[config.mk]
export PLATFORM = sky130hd
export DESIGN_NAME = rv_regfile
export DESIGN_NICKNAME = d
export VERILOG_FILES = /design/src/rv_pkg.sv /design/src/rv_regfile.sv
export VERILOG_INCLUDE_DIRS = /design/src
export SDC_FILE = /design/constraint.sdc
export NUM_CORES = 2
export LEC_CHECK = 0
export BUFFER_PORTS_ARGS = -buffer_cell sky130_fd_sc_hd__clkbuf_2
export CAP_MARGIN = 0
export CORE_ASPECT_RATIO = 1.25
export CORE_MARGIN = 1
export CORE_UTILIZATION = 35
export CTS_CLUSTER_DIAMETER = 120
export CTS_CLUSTER_SIZE = 40
export DETAILED_ROUTE_END_ITERATION = 7
export GPL_TIMING_DRIVEN = 0
export PLACE_DENSITY = 0.5
export SYNTH_ARGS = -nofsm -noshare
export SYNTH_HDL_FRONTEND = slang
export SYNTH_SLANG_ARGS = --single-unit
[constraint.sdc]
create_clock -name clk -period 86.9 [get_ports clk]
set_clock_uncertainty 0.1 [all_clocks]
set_input_delay 0 -clock clk [delete_from_list [all_inputs] [get_ports clk]]
set_output_delay 0 -clock clk [all_outputs]
set_load 0.02 [all_outputs]
[src/rv_config.svh]
`ifndef RV_CONFIG_SVH
`define RV_CONFIG_SVH

// datapath width
`define XLEN 32

// register file geometry
`define REG_COUNT 32
`define REG_ADDR_W 5

// data ram, word addressed
`define DMEM_WORDS 1024
`define DMEM_ADDR_W 10

// fetch
`define RESET_PC 32'h0000_0000
`define INSTR_BYTES 4

`endif

[src/rv_pkg.sv]
`default_nettype none

`include "rv_config.svh"

package rv_pkg;

    typedef logic [`XLEN-1:0] word_t;
    typedef logic [`REG_ADDR_W-1:0] reg_idx_t;

    // major opcodes of the kept rv32i subset
    typedef enum logic [6:0] {
        op_reg    = 7'b0110011,
        op_imm    = 7'b0010011,
        op_load   = 7'b0000011,
        op_store  = 7'b0100011,
        op_branch = 7'b1100011,
        op_jal    = 7'b1101111,
        op_jalr   = 7'b1100111,
        op_lui    = 7'b0110111,
        op_auipc  = 7'b0010111
    } opcode_t;

    typedef enum logic [3:0] {
        alu_add,
        alu_sub,
        alu_xor,
        alu_or,
        alu_and,
        alu_sll,
        alu_srl,
        alu_sra,
        alu_slt,
        alu_sltu,
        alu_pass_b // lui
    } alu_op_t;

    typedef enum logic [1:0] {
        st_fetch,
        st_execute,
        st_memory,
        st_writeback
    } state_t;

endpackage

`default_nettype wire

[src/rv_regfile.sv]
`timescale 1ns/1ns
`default_nettype none

`include "rv_config.svh"

module rv_regfile (
    input  wire                     clk,
    input  wire                     rst,
    input  wire rv_pkg::reg_idx_t   raddr1,
    input  wire rv_pkg::reg_idx_t   raddr2,
    output rv_pkg::word_t           rdata1,
    output rv_pkg::word_t           rdata2,
    input  wire                     we,
    input  wire rv_pkg::reg_idx_t   waddr,
    input  wire rv_pkg::word_t      wdata
);
    import rv_pkg::*;

    word_t regs [`REG_COUNT];

    always_ff @(posedge clk or posedge rst) begin
        if (rst) begin
            for (int i = 0; i < `REG_COUNT; i++)
                regs[i] <= '0;
        end else if (we && waddr != '0) begin
            regs[waddr] <= wdata;
        end
    end

    assign rdata1 = regs[raddr1]; // x0 never written
    assign rdata2 = regs[raddr2];

    a_x0_zero : assert property (@(posedge clk) disable iff (rst)
        raddr1 == '0 |-> rdata1 == '0);

endmodule

`default_nettype wire

# Yosys cells after proc, flatten, opt, wreduce, memory -nomap -nowiden
# Cells that the tools add are included.
# W data, S select, Z words.
# totals
reg_bits	1024
input_bits	50
output_inout_bits	64
elab_cells	51
# op_classes
n_lt_le_gt_ge	4
n_mux	9
bitwise	3
n_reduce_logical	3
# ops
cell	n
$bwmux W1024	1
$bmux W32 S5	2
$demux W32 S5	1
$mux W32	5
$ge A6 B6 Y1 const B	3
$not A5 Y6	3
$lt A6 B1 Y1 const B	1
$reduce_bool A5 Y1	1
$logic_and A1 B1 Y1	2

# Logic depth before layout (Yosys ltp)
# logic_depth
depth_word	6
depth_mapped	8

# Least setup slack after synthesis
# OpenSTA, ideal clock, no wires.
# synth_path
kind	input-to-output
from	in raddr1[1]
to	out rdata1[10]
arrival_time_ps	1310
slack_ps	85490
cell_stages	8
path_buffers	4
cell_sequence	buf_2 buf_4 buf_2 buf_2 mux2i_1 nand2_1 a31oi_1 nand3_1
# synth_via
elab_chain_cells	4
# synth_rtl
item	line	rtl
start: declaration	rv_regfile.sv:9	input wire rv_pkg::reg_idx_t raddr1,
$not A5 Y6 (not written as such)	rv_regfile.sv:30	assign rdata1 = regs[raddr1];
$bmux W32 S5	rv_regfile.sv:30	
$mux W32 (not written as such) (2 in series)	rv_regfile.sv:30	
end: declaration	rv_regfile.sv:11	output rv_pkg::word_t rdata1,
# No other way between the ends. The select of a mux whose other input is x is not followed.

# Final worst setup path
# layout_path
from	in raddr1[2]
to	out rdata1[29]
# The elaborated chain is that of the path after synthesis.

==> metrics.yaml <==
run_status:
  outcome: "completed"
grt:
  antenna_found_initial: 10
  grt_pass1_vias: 39490
  grt-ovfl-total: 0
  grt_max_degree: 125
  grt_pass1_wl_um: 308900
  gr-usage-all-layers_pct: 27.09
sta:
  setup_tns_ns: 0
  whs_ns: 0.05742
  max_freq_mhz: 299.1
  drv_slew: 0
  fin_crit_ns: 3.344
  finalCritPeriodShare_pct: 3.848
  slew_headroom_pct: 13.03
  rsz0062_at_grt: "no"
  finalHoldViolations: 0
  setup_viol: 0
  tightest_slew_ns: 1.305
final_layout:
  top_register: "regs"
  fin_util_pct: 38.52
  largest_reg_flops: 1024
  reg_top3: "regs: 1024 flops"
  finalNetCount: 4852
  drive_above_1_share_pct: 28.66
  synthToLayoutAreaGrowth_pct: 8.969
  fin_cells: 6889
pwr:
  p_total_mw: 1.190
  p_leak_nw: 28.41
  p_per_area_nw_per_um2: 19.53
  peakVddDrop_mv: 0.01301
setup_path:
  critPathSlowestCell: "buf_1"
  critical_path_required_ns: 86.80
  cpPeakStageDelay_ns: 0.88
  rr_startpoint: "regs[382]"
  r2r_slack_ns: 85.45
  worstSetupPathType: "in2out"
  end_kind: "output pin"
  worstRegToRegCells: 2
  cp_max_fo: 10
  startpoint_type: "primary input"
  rr_endpoint: "regs[382]"
  path_cells: "clkbuf_2, nor2b_1, buf_2, buf_2, buf_1, a21oi_1, nand3_1, nand3_1, clkbuf_2"
  cp.arrival_ns: 3.24
clock_tree:
  root_buffer: "clkbuf_16"
  cts_resized: 0
  clock_sinks: 1024
  cts_buffers: 34
  clkLatencyLatePin_ns: 0.66
  cts_tree: "built"
  htreeDepth: 2
  clk_path_buf_depth: 3
  clk_pin_slew_ns: 0.15
detailed_routing:
  drt_iter0_drc: 3492
  drc: 0
  vias_per_cell: 5.694
  avgRoutedWirePerCell_um: 32.51
  vias: 39230
  final_antenna_net_count: 0
  dr.pass1.iters: 7
  wl_um: 223900
synth:
  yosysTopAreaCellShare_pct: 45.81
  yosys.area.top_type: "dfrtp_1"
  syn_inst: 4602
  synth.avg_cell_area_um2: 12.16
  yosysWarningCount: 0
  synth.net_count: 4652
  synth-seq-cells: 1024
  syn_area_um2: 55940
  ys_seq_area_share_pct: 45.81
  ys_types: 29
  synth.area.top_cells: "dfrtp_1 (46%), mux2_2 (19%), mux2i_1 (18%)"
die:
  start_util_pct: 35.35
  die_h_um: 449.0
  die_area_um2: 161400
  io_pins: 114
  die_w_um: 359.6
  core_um2: 158300
  rows: 163
job:
  drv_cap: 0
placement:
  routabilityCongestion: 0.9620
  io_buffers: 111
  place_inst: 6784
  hpwl_um: 176700
worst_hold_path:
  hp-class: "in2reg"
  hold_end: "regs[356]"
  hold_path_depth: 3
  worstHoldStart: "wdata[4]"
==> synth_stat cells <==
master	count
nor3b_1	1
nand3b_1	4
buf_2	109
dfrtp_1	1024
and3b_1	1
clkbuf_1	229
a31oi_1	64
buf_1	21
and3_1	1
mux2_2	954
nor2_1	3
or2_2	3
and2_1	2
nand3_1	194
buf_4	69
nor3_1	65
a22o_1	128
mux2i_1	1024
nand2_1	210
nor2_4	16
nor2b_1	4
mux2_1	38
nand2b_1	4
or3b_4	1
inv_1	1
a21oi_1	192
a22oi_1	192
nor3b_2	3
buf_6	45
==> cell type report <==
| class | count | area, um2 |
|---|---|---|
| repair buffers | 164 | 1244 |
| fillers | 15600 | 97300 |
| clock buffers | 40 | 947.2 |
| inverters | 1 | 11.26 |
| diodes | 5 | 12.51 |
| flip-flops and latches | 1024 | 25620 |
| multi-input cells | 3104 | 27800 |
| well taps | 2062 | 2580 |
| plain buffers | 473 | 2517 |
| clock inverters | 16 | 217.7 |
==> power breakdown <==
part | switching (mW) | leakage [nW] | internal (mW) | total, mW
clock | 0.169 | 0.568 | 0.0891 | 0.258
sequential | 0.0684 | 13.1 | 0.566 | 0.634
combinational | 0.157 | 14.7 | 0.141 | 0.298
total | 0.394 | 28.4 | 0.796 | 1.19
==> through the flow <==
step / cell area, um2 / worst slack, ns
2_1_floorplan: 55940 / 57.98
3_3_place_gp: 59080 / 44.41
3_5_place_dp: 59340 / 83.60
4_1_cts: 60940 / 83.61
5_1_grt: 60950 / 83.41
6_report: 60960 / 83.56
==> routing by layer <==
metal / up-vias / routed length (um) / track usage [%]
met5: - / 11 / 0
met4: 2 / 13210 / 14.14
met3: 357 / 10530 / 3.420
met2: 1158 / 105900 / 44.83
met1: 20460 / 94280 / 34.53
li1: 17250 / - / -
==> repair_timing <==
action,4_1_cts,5_1_grt
hold buffers,44,0
endpoints found under the setup margin,0,0
hold endpoints to repair,666,0
buffers inserted,0,0
==> layout by cell type (no fill, tap or decap), drive strengths merged, types with 3 or more instances in the layout <==
master and instances:
mux2i 1024, nor3 65, inv 10, clkbuf 380
or2 3, dfrtp 1024, a31oi 64, nand3 194
a22o 128, nor3b 4, nand2b 4, a21oi 192
nor2 19, dlygate4sd3 44, nor2b 4, diode 5
nand2 210, a22oi 192, nand3b 4, mux2 992
clkinv 4, buf 253
==> critical path: cells and delay by family <==
kind            cells  cell delay, ns
simple gates        3            0.77
compound gates      1            0.20
buf+inv             5            2.25
==> kinds of logic (layout without fill, tap and decap cells) <==
group           Yosys count  in the layout  synth area share (%)
other cells               0              5                     0
simple gates            512            512                 4.395
compound gates          576            576                 7.014
flops                  1024           1024                 45.81
buf+inv                 474            694                 4.491
mux                    2016           2016                 38.29
==> worst max path at each step <==
stage,cells after the start,slack (ns),startpoint,end
2_1_floorplan,1,57.98,rst,regs[0]
3_3_place_gp,2,44.41,rst,regs[811]
3_5_place_dp,8,83.60,raddr2[2],rdata2[9]
4_1_cts,8,83.61,raddr2[2],rdata2[9]
5_1_grt,8,83.41,rst,regs[939]
6_report,9,83.56,raddr1[2],rdata1[29]
(Power assumes the default switching activity.)
