File: src/rv_config.svh
`ifndef RV_CONFIG_SVH
`define RV_CONFIG_SVH

// datapath width
`define XLEN 32

// register file geometry
`define REG_COUNT 32
`define REG_ADDR_W 5

// data ram, word addressed
`define DMEM_WORDS 1024
`define DMEM_ADDR_W 10

// fetch
`define RESET_PC 32'h0000_0000
`define INSTR_BYTES 4

`endif

File: src/rv_pkg.sv
`default_nettype none

`include "rv_config.svh"

package rv_pkg;

    typedef logic [`XLEN-1:0] word_t;
    typedef logic [`REG_ADDR_W-1:0] reg_idx_t;

    // major opcodes of the kept rv32i subset
    typedef enum logic [6:0] {
        op_reg    = 7'b0110011,
        op_imm    = 7'b0010011,
        op_load   = 7'b0000011,
        op_store  = 7'b0100011,
        op_branch = 7'b1100011,
        op_jal    = 7'b1101111,
        op_jalr   = 7'b1100111,
        op_lui    = 7'b0110111,
        op_auipc  = 7'b0010111
    } opcode_t;

    typedef enum logic [3:0] {
        alu_add,
        alu_sub,
        alu_xor,
        alu_or,
        alu_and,
        alu_sll,
        alu_srl,
        alu_sra,
        alu_slt,
        alu_sltu,
        alu_pass_b // lui
    } alu_op_t;

    typedef enum logic [1:0] {
        st_fetch,
        st_execute,
        st_memory,
        st_writeback
    } state_t;

endpackage

`default_nettype wire

File: src/rv_decoder.sv
`timescale 1ns/1ns
`default_nettype none

module rv_decoder (
    input  wire rv_pkg::word_t instr,
    output rv_pkg::reg_idx_t   rs1,
    output rv_pkg::reg_idx_t   rs2,
    output rv_pkg::reg_idx_t   rd,
    output rv_pkg::word_t      imm,
    output rv_pkg::opcode_t    opcode,
    output rv_pkg::alu_op_t    alu_op,
    output logic               use_imm,
    output logic               writes_rd,
    output logic               is_branch,
    output logic               is_load,
    output logic               is_store,
    output logic               is_jump
);
    import rv_pkg::*;

    logic [2:0] funct3;
    logic [6:0] funct7;
    logic       legal;
    word_t      i_imm, s_imm, b_imm, j_imm, u_imm;

    assign opcode = opcode_t'(instr[6:0]);
    assign rd     = instr[11:7];
    assign funct3 = instr[14:12];
    assign rs1    = instr[19:15];
    assign rs2    = instr[24:20];
    assign funct7 = instr[31:25];

    assign i_imm = {{20{instr[31]}}, instr[31:20]};
    assign s_imm = {{20{instr[31]}}, instr[31:25], instr[11:7]};
    assign b_imm = {{19{instr[31]}}, instr[31], instr[7], instr[30:25], instr[11:8], 1'b0};
    assign j_imm = {{11{instr[31]}}, instr[31], instr[19:12], instr[20], instr[30:21], 1'b0};
    assign u_imm = {instr[31:12], 12'b0};

    always_comb begin
        imm       = '0;
        alu_op    = alu_add;
        use_imm   = 1'b0;
        writes_rd = 1'b0;
        is_branch = 1'b0;
        is_load   = 1'b0;
        is_store  = 1'b0;
        is_jump   = 1'b0;
        legal     = 1'b1;
        case (opcode)
            op_reg, op_imm: begin
                writes_rd = 1'b1;
                use_imm   = (opcode == op_imm);
                imm       = i_imm;
                case (funct3)
                    3'b000:  alu_op = (opcode == op_reg && funct7[5]) ? alu_sub : alu_add;
                    3'b001:  alu_op = alu_sll;
                    3'b010:  alu_op = alu_slt;
                    3'b011:  alu_op = alu_sltu;
                    3'b100:  alu_op = alu_xor;
                    3'b101:  alu_op = funct7[5] ? alu_sra : alu_srl;
                    3'b110:  alu_op = alu_or;
                    default: alu_op = alu_and;
                endcase
                // funct7 only matters for r-type and immediate shifts
                if (opcode == op_reg || funct3 == 3'b001 || funct3 == 3'b101) begin
                    if (funct3 == 3'b000 || funct3 == 3'b101)
                        legal = (funct7 == 7'b0000000) || (funct7 == 7'b0100000);
                    else
                        legal = (funct7 == 7'b0000000);
                end
            end
            op_load: begin
                {writes_rd, is_load, use_imm} = 3'b111;
                imm   = i_imm;
                legal = (funct3 == 3'b010); // lw only
            end
            op_store: begin
                {is_store, use_imm} = 2'b11;
                imm   = s_imm;
                legal = (funct3 == 3'b010); // sw only
            end
            op_branch: begin
                is_branch = 1'b1;
                imm       = b_imm;
                legal     = (funct3[2:1] != 2'b01);
            end
            op_jal: begin
                {writes_rd, is_jump} = 2'b11;
                imm = j_imm;
            end
            op_jalr: begin
                {writes_rd, is_jump, use_imm} = 3'b111;
                imm   = i_imm;
                legal = (funct3 == 3'b000);
            end
            op_lui, op_auipc: begin
                {writes_rd, use_imm} = 2'b11;
                imm    = u_imm;
                alu_op = (opcode == op_lui) ? alu_pass_b : alu_add;
            end
            default: legal = 1'b0;
        endcase
        if (!legal) begin // retire as a no-op
            writes_rd = 1'b0;
            is_branch = 1'b0;
            is_load   = 1'b0;
            is_store  = 1'b0;
            is_jump   = 1'b0;
        end
    end

endmodule

`default_nettype wire

File: config.mk
export PLATFORM = sky130hd
export DESIGN_NAME = rv_decoder
export DESIGN_NICKNAME = d
export VERILOG_FILES = /design/src/rv_pkg.sv /design/src/rv_decoder.sv
export VERILOG_INCLUDE_DIRS = /design/src
export SDC_FILE = /design/constraint.sdc
export NUM_CORES = 1
export LEC_CHECK = 0
export ABC_CLOCK_PERIOD_IN_PS = 1900
export BUFFER_PORTS_ARGS = -buffer_cell sky130_fd_sc_hd__buf_2
export CAP_MARGIN = 25
export CORE_MARGIN = 2
export CORE_UTILIZATION = 35
export DETAILED_ROUTE_END_ITERATION = 8
export PLACE_DENSITY = 0.92
export SLEW_MARGIN = 20
export SYNTH_ARGS = -nofsm -noshare
export SYNTH_HDL_FRONTEND = slang
export SYNTH_SLANG_ARGS = --single-unit
File: constraint.sdc
create_clock -name vclk -period 1.9
set_input_delay 0.19 -clock vclk [all_inputs]
set_output_delay 0.19 -clock vclk [all_outputs]
set_load 0.02 [all_outputs]
**Word-level counts from Yosys, hierarchy flattened**

Cells that the tools add are included.
Widths: inputs -> output; s select.

- Equal/unequal tests: 17
- Multiplexer cells: 20
- Reductions and logical operators: 15

Operators by type and width:

| kind | count |
|---|---|
| $pmux 32 s5 | 1 |
| $eq 7x6->1 const B | 4 |
| $pmux 4 s7 | 1 |
| $eq 7x7->1 const B | 3 |
| $eq 7x5->1 const B | 2 |
| $mux 1 | 14 |
| $eq 3x3->1 const B | 3 |
| $pmux 4 s2 | 1 |
| $reduce_or 2->1 | 4 |
| $eq 7x2->1 const B | 1 |
| $logic_not 7->1 | 1 |
| $reduce_or 7->1 | 1 |
| $eq 3x2->1 const B | 2 |
| $pmux 1 s5 | 1 |
| $reduce_or 5->1 | 1 |
| $logic_or 1x1->1 | 4 |
| $mux 4 | 1 |
| $reduce_or 4->1 | 1 |
| $eq 3x1->1 const B | 1 |
| $logic_not 3->1 | 1 |
| $reduce_or 3->1 | 1 |
| $ne 2x1->1 const B | 1 |
| $pmux 1 s2 | 1 |
| $logic_and 1x1->1 | 1 |

- Word-level logic and storage cells: 52
- Register bits: 0
- Bits of input ports: 32

**Logic depth before layout (Yosys ltp)**

- Depth after elaboration: 6
- Gate-level depth with buffers: 8
- Gate-level depth less buffers: 5

**Least setup slack after synthesis**

No wires, ideal clock.

- Path type: input port to output port
- Start: input port instr[31]
- End: output port is_load
- Data arrival time: 1561 ps
- Path buffers: 0
- Stages: 5
- Path slack: 149 ps
- Path through: or4_1 > o32a_1 > nor3_2 > a211o_1 > nor4b_4

- Longest elaborated chain between the ends: 6
- Elaborated cells on any way between the ends: 7
- Classes of those cells: 1 x eq/ne; 4 x mux; 2 x reduce/logical

RTL lines:

| what | line | text |
|---|---|---|
| start: declaration | rv_decoder.sv:5 | `input wire rv_pkg::word_t instr,` |
| $eq 7x6->1 or $logic_not 7->1 (tied branches) | rv_decoder.sv:67, rv_decoder.sv:69 |  |
| $logic_or 1x1->1 | rv_decoder.sv:67 | `legal = (funct7 == 7'b0000000) \|\| (funct7 == 7'b0100000);` |
| $mux 1 (*) | rv_decoder.sv:66 | `if (funct3 == 3'b000 \|\| funct3 == 3'b101)` |
| $mux 1 (*) | rv_decoder.sv:65 | `if (opcode == op_reg \|\| funct3 == 3'b001 \|\| funct3 == 3'b101) begin` |
| $pmux 1 s5 (*) | rv_decoder.sv:49 | `case (opcode)` |
| $mux 1 (*) | rv_decoder.sv:103 | `if (!legal) begin` |
| end: declaration | rv_decoder.sv:15 | `output logic is_load,` |

Mark *: on every way between the ends. The rest lies on a longest branch, timed or not.

**Final worst setup path**

Ends and elaborated chain as after synthesis.

==> summary.md <==
| Metric | Value |
|---|---|
| Status | finished with violations |
| Failing checks | setup timing |
| Layout cells sized above 1 | 57.2% |
| FP Rows | 18 |
| Initial DRT Pass Iterations | 4 |
| Gr ovfl total | 0 |
| Final setup violation count | 1 |
| PortBufs | 96 |
| Storage element area | 0 sq um |
| Post-place setup slack | -0.0874 ns |
| Post-DP Area | 1290 sq um |
| Max Fclk | 0.516 GHz |
| Synthesized Nets | 162 |
| Die W | 54.6 microns |
| Ant. Diodes | 0 |
| Synth Warn # | 0 |
| Number of global-route vias before repair | 924 |
| Iter 0 DRT Violations | 11 |
| GRT Total Usage | between 10% and 20% |
| Largest net degree at the start of global routing | 13 |
| Vias/cell | 5.20 |
| Die area | 2980 sq um |
| Mux cell area share after synthesis | 0% |
| Number of clock buffers in the layout | 0 |
| Largest family of logic cells by synthesized area | compound AO/OA/AOI/OAI gates |
| Global-route wire length before repair | 4.00 mm |
| Hold WS | 0.614 ns |
| Post-synthesis compound-gate area fraction | between 30% and 40% |
| Antenna Nets Post-Route | 0 |
| P_sw | 0.141 mW |
| Setup CP Type | in2out |
| Actual slew at the worst max-slew pin | 0.448 ns |
| RSZ-0062 raised after global routing | yes |
| Final Cycle Share | 102% |
| CP Max Fanout | 3 |
| Clk pwr share | 0% |
| DP HPWL | 2.48 mm |
| Total leakage power | 0.937 nW |
| Synth Area in Simple Gates | 35.5% |
| Rel. slew slack | 69.9% |
| Synthesized area | 896 sq um |
| Sw frac | 59.9% |
| I/O pins | 96 |
| Seq pwr share | 0% |
| Fin. Hold Viols | 0 |
| Adder-cell area share of the yosys netlist | 0% |
| Fin nets | 242 |
| Syn-to-layout area delta | 47.2% |
| # fillers | 270 |
| Syn_area_per_cell | 6.89 sq um |
| Min-Delay Path Class | in2out |
| Setup tns final | -0.0389 ns |
| Tmin final | 1.94 ns |
| Initial Utilization | 36.5% |
| Number of max-cap violations | 0 |
| CP Capture Type | primary output |
| Worst path arrival time | 1.75 ns |
| Internal power | 0.0944 mW |
| Initial antenna violation count | 0 |
| Fin area | around 1300 sq um |
| Critical Path Start Type | input port |
| Seq/Total Area, Yosys | 0% |
| VDD IR max | 0.000129 V |
| Setup bufs post-CTS | 0 |
| Setup ws final | -0.0389 ns |
| XOR/XNOR Fraction of Synth Area | 0% |
| Power per Cell Area | roughly 180 nW/um^2 |
| CP required | approximately 1.7 ns |
| Combinational share of power | 100.0% |
| Cells after Synth | 130 |
| Routability Congestion | about 0.78 |
| Max-slew violations | 0 |
| FFs & Latches | 0 |
| Die H | between 50 and 60 microns |
| Wire per inst | 12.5 microns |
| DRT Wirelength | slightly below 3 mm |
| Via Count | 1,237 |
| DRC | 0 |
| Cell variety after synth | 39 |
| Core ar. | 2450 sq um |
-- path summary, 6_finish.rpt --
path                    end  cells after the start      start
setup / recovery    is_load                      7  instr[31]
hold / removal    opcode[1]                      2   instr[1]
-- stage by stage --
stage                     instances  util (%)  total power, mW
after floorplan                 130         -            0.160
after CTS                       238      53.3            0.234
after detailed placement        238      52.7            0.232
after global placement          238      52.7            0.229
final                           238      53.7            0.235
after global routing            238      53.7            0.255
-- cell families (layout without fill, tap and decap cells) --
logic type / Yosys count / after routing
and+or+nand+nor: 50 / 50
AOI/OAI and AO/OA: 46 / 46
buffers and inverters: 34 / 112
-- critical path, stage by stage --
cell,delay (ns)
buf_6,0.10
or4_4,0.51
o32a_1,0.30
nor3_2,0.10
a211o_1,0.18
nor4b_4,0.19
buf_4,0.17
-- cell usage in the layout, fill, tap and decap left out, types with 2 or more instances in the layout --
master / count
a21o_1: 20
a21oi_1: 2
a22o_1: 4
a31oi_1: 3
and2b_1: 7
and3_1: 2
buf_2: 92
buf_4: 15
buf_6: 3
inv_1: 2
nand2_1: 5
nand2b_1: 2
nand3_1: 2
nor2_1: 10
nor2b_1: 5
nor3_1: 3
nor3b_1: 2
o21a_1: 3
o21ai_0: 5
o31ai_1: 2
or2_2: 2
-- layout make-up --
class	count	area, sq um	share of cell area, %
Inverter	2	7.51	0.569
Multi-Input combinational cell	96	667	50.6
Tap cell	30	37.5	2.85
Timing Repair Buffer	110	607	46.0
-- cell usage after synthesis (2+ instances only) --
cell type,count,area share [%]
o21a_1,3,2.5
clkbuf_1,4,1.7
nand2b_1,2,1.4
inv_1,2,0.84
buf_4,23,19
nor3b_1,2,1.7
a21oi_1,2,1.1
buf_2,3,1.7
nand3_1,2,1.1
nor2b_1,5,3.5
and2b_1,7,5.9
nor2_1,10,4.2
and3_1,2,1.4
a22o_1,4,3.9
nand2_1,5,2.1
nor3_1,3,1.7
a31oi_1,3,2.1
a21o_1,20,17
buf_6,2,2.5
o21ai_0,5,2.8
or2_2,2,1.4
o31ai_1,2,1.7
-- metal layers --
metal | routed length, microns | vias up | part of all wire, % | GRT usage [%]
met5 | 0 | - | 0 | 0
met4 | 0 | 0 | 0 | 0
met2 | 1480 | 64 | 50 | 34.5
met3 | 272 | 0 | 9.1 | 1.09
li1 | - | 608 | - | -
met1 | 1220 | 565 | 41 | 22.0
-- repair_timing --
item                       4_1_cts  5_1_grt
setup endpoints to repair        3        3
resized for setup                4        3
hold buffers                     0        0
gates cloned                     0        0
pin swaps                        2        1
-- power groups by stage --
stage          clock (mW)  sequential, mW  combinational, mW
2_1_floorplan           0               0              0.160
3_3_place_gp            0               0              0.229
3_5_place_dp            0               0              0.232
4_1_cts                 0               0              0.234
5_1_grt                 0               0              0.255
6_report                0               0              0.235
No activity file was read; power rests on OpenSTA's default activity.
