### src/rv_config.svh
`ifndef RV_CONFIG_SVH
`define RV_CONFIG_SVH

// datapath width
`define XLEN 32

// register file geometry
`define REG_COUNT 32
`define REG_ADDR_W 5

// data ram, word addressed
`define DMEM_WORDS 1024
`define DMEM_ADDR_W 10

// fetch
`define RESET_PC 32'h0000_0000
`define INSTR_BYTES 4

`endif

### src/rv_pkg.sv
`default_nettype none

`include "rv_config.svh"

package rv_pkg;

    typedef logic [`XLEN-1:0] word_t;
    typedef logic [`REG_ADDR_W-1:0] reg_idx_t;

    // major opcodes of the kept rv32i subset
    typedef enum logic [6:0] {
        op_reg    = 7'b0110011,
        op_imm    = 7'b0010011,
        op_load   = 7'b0000011,
        op_store  = 7'b0100011,
        op_branch = 7'b1100011,
        op_jal    = 7'b1101111,
        op_jalr   = 7'b1100111,
        op_lui    = 7'b0110111,
        op_auipc  = 7'b0010111
    } opcode_t;

    typedef enum logic [3:0] {
        alu_add,
        alu_sub,
        alu_xor,
        alu_or,
        alu_and,
        alu_sll,
        alu_srl,
        alu_sra,
        alu_slt,
        alu_sltu,
        alu_pass_b // lui
    } alu_op_t;

    typedef enum logic [1:0] {
        st_fetch,
        st_execute,
        st_memory,
        st_writeback
    } state_t;

endpackage

`default_nettype wire

### src/rv_alu.sv
`timescale 1ns/1ns
`default_nettype none

`include "rv_config.svh"

module rv_alu (
    input  wire rv_pkg::alu_op_t op,
    input  wire rv_pkg::word_t   a,
    input  wire rv_pkg::word_t   b,
    input  wire logic [2:0]      funct3,
    output rv_pkg::word_t        result,
    output logic                 branch_taken
);
    import rv_pkg::*;

    logic [4:0] shamt;
    logic       eq;
    logic       lt;
    logic       ltu;

    assign shamt = b[4:0];
    assign eq    = (a == b);
    assign lt    = ($signed(a) < $signed(b));
    assign ltu   = (a < b);

    always_comb begin
        case (op)
            alu_add:    result = a + b;
            alu_sub:    result = a - b;
            alu_xor:    result = a ^ b;
            alu_or:     result = a | b;
            alu_and:    result = a & b;
            alu_sll:    result = a << shamt;
            alu_srl:    result = a >> shamt;
            alu_sra:    result = $signed(a) >>> shamt;
            alu_slt:    result = {{(`XLEN-1){1'b0}}, lt};
            alu_sltu:   result = {{(`XLEN-1){1'b0}}, ltu};
            alu_pass_b: result = b;
            default:    result = '0;
        endcase
    end

    // branch condition on the same operands
    always_comb begin
        case (funct3)
            3'b000:  branch_taken = eq;   // beq
            3'b001:  branch_taken = !eq;  // bne
            3'b100:  branch_taken = lt;   // blt
            3'b101:  branch_taken = !lt;  // bge
            3'b110:  branch_taken = ltu;  // bltu
            3'b111:  branch_taken = !ltu; // bgeu
            default: branch_taken = 1'b0;
        endcase
    end

endmodule

`default_nettype wire

### config.mk
export PLATFORM = sky130hd
export DESIGN_NAME = rv_alu
export DESIGN_NICKNAME = d
export VERILOG_FILES = /design/src/rv_pkg.sv /design/src/rv_alu.sv
export VERILOG_INCLUDE_DIRS = /design/src
export SDC_FILE = /design/constraint.sdc
export NUM_CORES = 1
export LEC_CHECK = 0
export ABC_AREA = 1
export BUFFER_PORTS_ARGS = -buffer_cell sky130_fd_sc_hd__buf_4
export CAP_MARGIN = 20
export CORE_ASPECT_RATIO = 1.75
export CORE_MARGIN = 5
export CORE_UTILIZATION = 50
export DETAILED_ROUTE_END_ITERATION = 10
export MAX_ROUTING_LAYER = met4
export PLACE_DENSITY = 0.75
export SETUP_SLACK_MARGIN = 0.1
export SKIP_LAST_GASP = 1
export SYNTH_ARGS = -nofsm -noshare
export SYNTH_HDL_FRONTEND = slang
export SYNTH_SLANG_ARGS = --single-unit
### constraint.sdc
create_clock -name vclk -period 2.95
set_clock_uncertainty 0.15 [all_clocks]
set_input_delay 0.59 -clock vclk [all_inputs]
set_output_delay 0.59 -clock vclk [all_outputs]
set_load 0.1 [all_outputs]
==> results of run 1 <==
-- synth_stat cells (all sizes together) (2+ instances only) --
cell type,n,area (um2)
nand2,728,2790
nand3,407,2040
inv,285,1070
nor2,181,734
ha,101,1260
buf,83,464
a21oi,79,422
o21ai,73,365
o22ai,40,250
nor3,31,165
o211ai,26,205
nand4,21,131
clkbuf,11,46.3
o21bai,11,82.6
and2,9,56.3
nand3b,6,45.0
a221oi,3,26.3
o21a,3,22.5
or2,3,18.8
a31oi,2,12.5
fa,2,40.0
o2111ai,2,17.5
-- metrics by stage --
step / setup TNS [ns] / cell area, um2 / hold WS, ns / worst slack (ns)
after CTS: -6.57 / 17700 / 1.51 / -0.374
after detailed placement: -15.58 / 15400 / 1.54 / -0.607
after global placement: -14.76 / 15400 / 1.54 / -0.560
after floorplan: -3.48 / 11000 / 1.40 / -0.597
-- kinds of logic after synthesis --
logic type	Yosys count	synth area share
buffers and inverters	380	0.154
adders and majority gates	103	0.126
and+or+nand+nor	1387	0.580
AOI/OAI and AO/OA	243	0.139
xor gates and xnor gates	1	0.000849
-- per-layer routing --
| metal | overflow | GRT usage |
|---|---|---|
| met1 | 11 | 0.758 |
| met2 | 427 | 1.03 |
| met3 | 10 | 0.570 |
| met4 | 156 | 0.873 |
| met5 | - | - |
-- what timing repair did --
action                                  CTS
pin swaps                               163
resized for setup                       547
cloned                                    1
endpoints found under the setup margin   33
setup buffers                            29
==> run_results.csv, run 1 <==
group,metric,value,unit
grt,track_usage,0.813,
outcome,run_stopping_error,"[ERROR GRT-0232] Routing congestion too high. Check the congestion heatmap in the GUI.",
place,hpwl,48.7,mm
logic_synthesis,synth_cells,2114,
grt,gr-total-overflow,604,
logic_synthesis,syn_nets,2288,
floorplanning,die_h,200,um
outcome,flow.stopped_at,"5_1_grt",
clocking,cts_hold_buf,0,
place,final_weighted_congestion_in_routability_driven_placement,1.18,
logic_synthesis,synth.avg_cell_area,4.88,um2
floorplanning,placement_rows,69,
sta,repair-timing-grt-worst-ep,"result[25]",
place,buffer_ports.inserted,104,
floorplanning,dieWidth,119,um
logic_synthesis,post_synth_instance_area,10300,um2
logic_synthesis,synth-seq-area-share,0,
floorplanning,floorplan.initialDensity,0.509,
floorplanning,io_pins,104,
logic_synthesis,synth_cell_types,46,
sta,worst_endpoint_kind,"top-level output",
grt,pin_count_of_the_biggest_net_entering_global_routing,51,
outcome,status,"stopped before the end",
logic_synthesis,yosys_warnings,0,
place,placed_cells_incl_taps,2868,
==> inputs of run 2 (changes only) <==
Settings changed: CORE_ASPECT_RATIO 1.75 to default, CORE_UTILIZATION 50 to 35, MAX_ROUTING_LAYER met4 to default, PLACE_DENSITY 0.75 to default, PLACE_DENSITY_LB_ADDON from default to 0.15, SETUP_SLACK_MARGIN 0.1 to default.
Clock period 2.95 ns to 3.8 ns, I/O delays scaled along.
==> run_results.csv, run 2 <==
group,metric,value,unit
route,dr.first_iter.drc_count,1913,
logic_synthesis,synth_cells,2114,
place,buffer_ports.inserted,104,
pwr,combPwrFrac,1.000,
critical_path,cpMostUsedCell,"sky130_fd_sc_hd__nand2_1",
pwr,p_per_area,177,nW/um2
route,postRouteAntennaNets,0,
logic_synthesis,synth.avg_cell_area,4.88,um2
outcome,status,"complete, no violations",
route,routed_wirelength,59.1,mm
finish,total_non_filler_cell_area_in_the_finished_layout,14600,um2
logic_synthesis,synth_cell_types,46,
critical_path,required_time_worst_endpoint,2.89,ns
clocking,cts_hold_buf,0,
finish,clock_buffers,0,
floorplanning,dieArea,33000,um2
grt,first_pass_grt_wire_length,85.9,mm
pwr,power_leakage,7.98,nW
floorplanning,placement_rows,62,
sta,tightestPinTransition,0.633,ns
place,dpl-instance-area,13600,um2
route,viasPerCell,5.62,
logic_synthesis,synth_top_cell_area_share,0.258,
critical_path,worst-path-max-fanout,4,
critical_path,critical-path-max-stage-delay,0.37,ns
pwr,power.internal,912,uW
pwr,power.share.clock,0,
run,max_cap_viol_count,0,
sta,slew_headroom,0.578,
logic_synthesis,post_synth_instance_area,10300,um2
critical_path,path_cells,"buf_4 -> ha_2 -> inv_1 -> fa_2 -> inv_2 -> nand3_2 -> nand3_4 -> nand2_1 -> nand2_1 -> nand2_1 -> nand3_1 -> nand4_1 -> nand3b_1 -> buf_12",
sta,fin_crit,3.79,ns
floorplanning,die_h,182,um
finish,layout.sequential_cells,0,
finish,layout.cells.most_common,"sky130_fd_sc_hd__nand2_1",
sta,timing.final.max_slew_violations,0,
route,first_pass_iters,6,
finish,num_antenna_cells,0,
finish,flow.area_growth_from_synthesis,41.1,%
min_path,worstHoldPathType,"input port to primary output",
finish,seqCellArea,0,um2
logic_synthesis,yosys_warnings,0,
route,route.vias.total,15800,
place,final_weighted_congestion_in_routability_driven_placement,1.05,
grt,antenna_violations_before_repair,0,
logic_synthesis,synthMostInstantiatedCell,"sky130_fd_sc_hd__nand2_1",
finish,post_route_cells_drive_above_1_share,0.265,
critical_path,worstSetupStartpointType,"input port",
sta,finalSetupViolations,0,
sta,timing.setup.tns,0,ns
route,drt-wirelength-per-cell,21.0,um
pwr,seq_power_share,0,
finish,post_layout_nonfiller_instances,2815,
grt,track_usage,0.333,
logic_synthesis,top_cells_by_area_synth,"sky130_fd_sc_hd__nand2_1 (26%), sky130_fd_sc_hd__nand3_1 (20%), sky130_fd_sc_hd__ha_1 (12%), sky130_fd_sc_hd__inv_1 (9.9%), sky130_fd_sc_hd__nor2_1 (5.9%)",
logic_synthesis,synthDominantAreaCellType,"sky130_fd_sc_hd__nand2_1",
floorplanning,io_pins,104,
grt,pin_count_of_the_biggest_net_entering_global_routing,65,
critical_path,timing.critical_path.slowest_stage_cell,"sky130_fd_sc_hd__fa_2",
finish,postLayoutCoreUtil,0.503,
floorplanning,dieWidth,182,um
sta,fmax,264,MHz
sta,portion_of_the_clock_cycle_consumed_by_the_worst_path_in_the_final_layout,0.997,
logic_synthesis,synth-seq-area-share,0,
critical_path,timing_worst_setup_path_type,"input port to primary output",
logic_synthesis,syn_nets,2288,
pwr,power.share.switching,0.645,
sta,final-hold-violation-count,0,
critical_path,worst_ep_arrival_time,2.88,ns
finish,nets,2607,
finish,most_frequent_cells_in_the_layout,"sky130_fd_sc_hd__nand2_1 (673), sky130_fd_sc_hd__nand3_1 (381), sky130_fd_sc_hd__buf_4 (367), sky130_fd_sc_hd__inv_1 (254), sky130_fd_sc_hd__nor2_1 (127)",
logic_synthesis,post_synth_most_frequent_cells,"sky130_fd_sc_hd__nand2_1 (708), sky130_fd_sc_hd__nand3_1 (407), sky130_fd_sc_hd__inv_1 (271)",
route,detail_route.drc_violations,0,
grt,gr-total-overflow,0,
critical_path,critPathLaunch,"b[0]",
place,placed_cells_incl_taps,2810,
floorplanning,design.core.area,28900,um2
pwr,p_sw,1.66,mW
place,hpwl,49.7,mm
critical_path,crit_path_end_kind,"primary output",
sta,setup_repair_after_global_routing_missed_its_margin,"true",
pwr,peakVddDrop,0.115,mV
floorplanning,floorplan.initialDensity,0.357,
grt,grt_pass1_vias,14500,
min_path,holdCritStartpoint,"funct3[1]",
==> run 2: cell families (layout without fill, tap and decap cells) <==
| logic type | count (synthesis) | after routing | synth area share |
|---|---|---|---|
| simple gates | 1387 | 1387 | 0.580 |
| xor+xnor | 1 | 1 | 0.000849 |
| fa+ha+maj | 103 | 103 | 0.126 |
| buf+inv | 380 | 697 | 0.154 |
| compound gates | 243 | 243 | 0.139 |
==> run 2: worst max-delay path: cells and delay by family <==
family / cells / cell delay [ns]
adders and majority gates: 2 / 0.57
buffers and inverters: 4 / 0.50
and+or+nand+nor: 8 / 1.05
==> run 2: final timing paths <==
check | end | slack [ns] | cells past startpoint
worst max-delay path | result[6] | 0.01 | 14
worst min-delay path | branch_taken | 1.87 | 5
==> run 2: timing repair <==
action / CTS / global route
endpoints found under the setup margin: 26 / 33
buffers inserted: 2 / 3
pin swaps: 3 / 28
hold endpoints to repair: 0 / 0
resized for setup: 60 / 183
==> run 2: final cells by class <==
| type | count | area (um2) |
|---|---|---|
| Timing Repair Buffer | 411 | 3520 |
| Multi-Input combinational cell | 1734 | 9450 |
| Inverter | 286 | 1100 |
| Tap cell | 384 | 480 |
| Fill cell | 3220 | 14400 |
==> run 2: layer usage <==
metal | share of wire | global-route usage | vias up | wire (um)
li1 | - | - | 7499 | -
met1 | 0.44 | 0.481 | 7387 | 25800
met2 | 0.44 | 0.536 | 846 | 26000
met3 | 0.090 | 0.0244 | 99 | 5310
met4 | 0.033 | 0.0850 | 0 | 1960
met5 | 0 | 0 | - | 0
==> run 2: per-stage QoR <==
step / hold WS, ns / setup slack (ns) / power (mW)
2_1_floorplan: 1.93 / -0.101 / 1.37
3_3_place_gp: 1.90 / -0.191 / 2.29
3_5_place_dp: 1.90 / -0.179 / 2.30
4_1_cts: 1.87 / -0.0147 / 2.37
5_1_grt: 1.89 / -0.0527 / 2.72
6_report: 1.87 / 0.0106 / 2.57
==> run 2: power groups by stage <==
| stage | clock network, mW | logic [mW] | registers [mW] |
|---|---|---|---|
| floorplan | 0 | 1.37 | 0 |
| global placement | 0 | 2.29 | 0 |
| detailed placement | 0 | 2.30 | 0 |
| CTS | 0 | 2.37 | 0 |
| global route | 0 | 2.72 | 0 |
| finish | 0 | 2.57 | 0 |
Note: power is estimated with default switching activity, not from simulation.
==> inputs of run 3 (changes only) <==
Settings changed: ABC_AREA 1 to default.
==> run_results.csv, run 3 <==
group,metric,value,unit
logic_synthesis,synthSimpleGateAreaFrac,0.207,
sta,slew_headroom,0.482,
critical_path,worstSetupStartpointType,"input port",
critical_path,worst_ep_arrival_time,3.66,ns
sta,fin_hold_ws,1.75,ns
route,first_pass_iters,7,
logic_synthesis,synth_cells,1342,
route,viasPerCell,5.99,
critical_path,cpMostUsedCell,"sky130_fd_sc_hd__buf_12",
finish,nets,2104,
sta,tightestPinTransition,0.777,ns
logic_synthesis,fraction_of_the_mapped_netlist_area_in_compound_gates,0.362,
logic_synthesis,synthAdderAreaFrac,0.141,
finish,clock_buffers,0,
route,detail_route.drc_violations,0,
floorplanning,io_pins,104,
logic_synthesis,synth_top_cell_area_share,0.137,
route,routed_wirelength,55.3,mm
route,dr.first_iter.drc_count,1251,
floorplanning,placement_rows,59,
logic_synthesis,post_synth_instance_area,9230,um2
floorplanning,design.core.area,26000,um2
logic_synthesis,synth_cell_types,94,
logic_synthesis,yosys_warnings,0,
finish,most_frequent_cells_in_the_layout,"sky130_fd_sc_hd__buf_4 (586), sky130_fd_sc_hd__nor2_1 (158), sky130_fd_sc_hd__a21oi_1 (92), sky130_fd_sc_hd__inv_1 (80)",
grt,gr-total-overflow,0,
sta,portion_of_the_clock_cycle_consumed_by_the_worst_path_in_the_final_layout,1.20,
min_path,worstHoldPathType,"input port to primary output",
sta,final-hold-violation-count,0,
critical_path,critical_path.n_buffers_inverters,5,
sta,timing.setup.tns,-17.36,ns
finish,seqCellArea,0,um2
floorplanning,floorplan.initialDensity,0.355,
logic_synthesis,yosys.area_share.xor_xnor,0.0190,
logic_synthesis,post_synth_most_frequent_cells,"sky130_fd_sc_hd__nor2_1 (174), sky130_fd_sc_hd__a21oi_1 (132), sky130_fd_sc_hd__ha_1 (101)",
logic_synthesis,synthMostInstantiatedCell,"sky130_fd_sc_hd__nor2_1",
finish,num_antenna_cells,0,
sta,fin_crit,4.57,ns
critical_path,timing_worst_setup_path_type,"input port to primary output",
outcome,violations,"setup timing",
finish,flow.area_growth_from_synthesis,85.0,%
sta,final_critical_path_setup_slack,-0.774,ns
logic_synthesis,synth_top_family_by_area,"compound AO/OA/AOI/OAI gates",
route,drt-wirelength-per-cell,24.4,um
logic_synthesis,synth-seq-area-share,0,
critical_path,crit_path_end_kind,"primary output",
floorplanning,dieArea,29700,um2
logic_synthesis,yosys-mux-area-fraction,0.173,
critical_path,worst-path-max-fanout,8,
critical_path,path_cells,"buf_8 -> buf_12 -> buf_12 -> buf_12 -> mux4_2 -> mux4_2 -> nor2_4 -> nor2_2 -> a2bb2oi_2 -> a211oi_2 -> o2111ai_2 -> mux2i_2 -> o21ai_4 -> buf_12",
outcome,status,"finished with violations",
grt,pin_count_of_the_biggest_net_entering_global_routing,60,
pwr,power_leakage,7.65,nW
sta,setup_repair_after_global_routing_missed_its_margin,"true",
logic_synthesis,synthDominantAreaCellType,"sky130_fd_sc_hd__ha_1",
critical_path,required_time_worst_endpoint,2.89,ns
clocking,cts_hold_buf,0,
route,postRouteAntennaNets,0,
critical_path,critical-path-max-stage-delay,0.56,ns
floorplanning,die_h,172,um
grt,antenna_violations_before_repair,1,
logic_synthesis,top_cells_by_area_synth,"sky130_fd_sc_hd__ha_1 (14%), sky130_fd_sc_hd__mux4_2 (9.0%), sky130_fd_sc_hd__a21oi_1 (7.2%), sky130_fd_sc_hd__nor2_1 (7.1%), sky130_fd_sc_hd__mux2i_1 (5.1%)",
grt,grt_pass1_vias,13300,
pwr,peakVddDrop,0.178,mV
critical_path,critical_path.top_delay_family,"multiplexers",
place,buffer_ports.inserted,104,
run,max_cap_viol_count,0,
finish,layout.sequential_cells,0,
sta,fmax,219,MHz
floorplanning,dieWidth,172,um
finish,final.fill_count,2327,
finish,post_route_cells_drive_above_1_share,0.539,
logic_synthesis,syn_nets,1516,
finish,layout.cells.most_common,"sky130_fd_sc_hd__buf_4",
grt,track_usage,0.357,
pwr,p_per_area,187,nW/um2
sta,finalSetupViolations,33,
place,hpwl,44.7,mm
place,final_weighted_congestion_in_routability_driven_placement,0.991,
grt,first_pass_grt_wire_length,81.4,mm
route,route.vias.total,13600,
critical_path,timing.critical_path.slowest_stage_cell,"sky130_fd_sc_hd__mux4_2",
place,worst_setup_timing_slack_at_the_placement_stage,-0.929,ns
sta,timing.final.max_slew_violations,0,
finish,postLayoutCoreUtil,0.657,
logic_synthesis,synth.avg_cell_area,6.87,um2
run 3: cell type report:
class	instances	area [um2]	area share
inverters	100	409	0.0240
repair buffers	697	6110	0.358
well taps	335	419	0.0246
multi-input cells	1131	10100	0.593
run 3: report_power, final:
part | internal (mW) | switching [mW]
logic | 1.43 | 1.76
clock network | 0 | 0
registers | 0 | 0
run 3: kinds of logic after synthesis:
family | count (synthesis)
muxes | 106
and+or+nand+nor | 412
buffers and inverters | 211
adders and majority gates | 103
xor gates and xnor gates | 20
AOI/OAI and AO/OA | 490
run 3: path summary, 6_finish.rpt:
check / start / end / slack [ns] / cells past startpoint
worst max-delay path: b[0] / result[28] / -0.77 / 14
worst min-delay path: funct3[2] / branch_taken / 1.75 / 3
run 3: repair_timing:
item	in CTS	in global routing
resized for setup	258	201
endpoints found under the setup margin	33	33
pin swaps	65	113
setup buffers	23	28
cloned	1	1
run 3: routing by layer:
layer,GRT usage,routed length [um],vias to the layer above
met2,0.556,24200,610
met4,0.0930,1920,0
li1,-,-,6221
met1,0.513,24200,6611
met3,0.0585,4950,108
met5,0,0,-
run 3: metrics by stage:
step                std cells  power, mW  cell area (um2)
detailed placement       2220       2.63            14700
finish                   2263       3.19            17100
global placement         2220       2.63            14700
CTS                      2242       2.93            16000
global route             2263       3.34            17100
floorplan                1342       1.50             9920
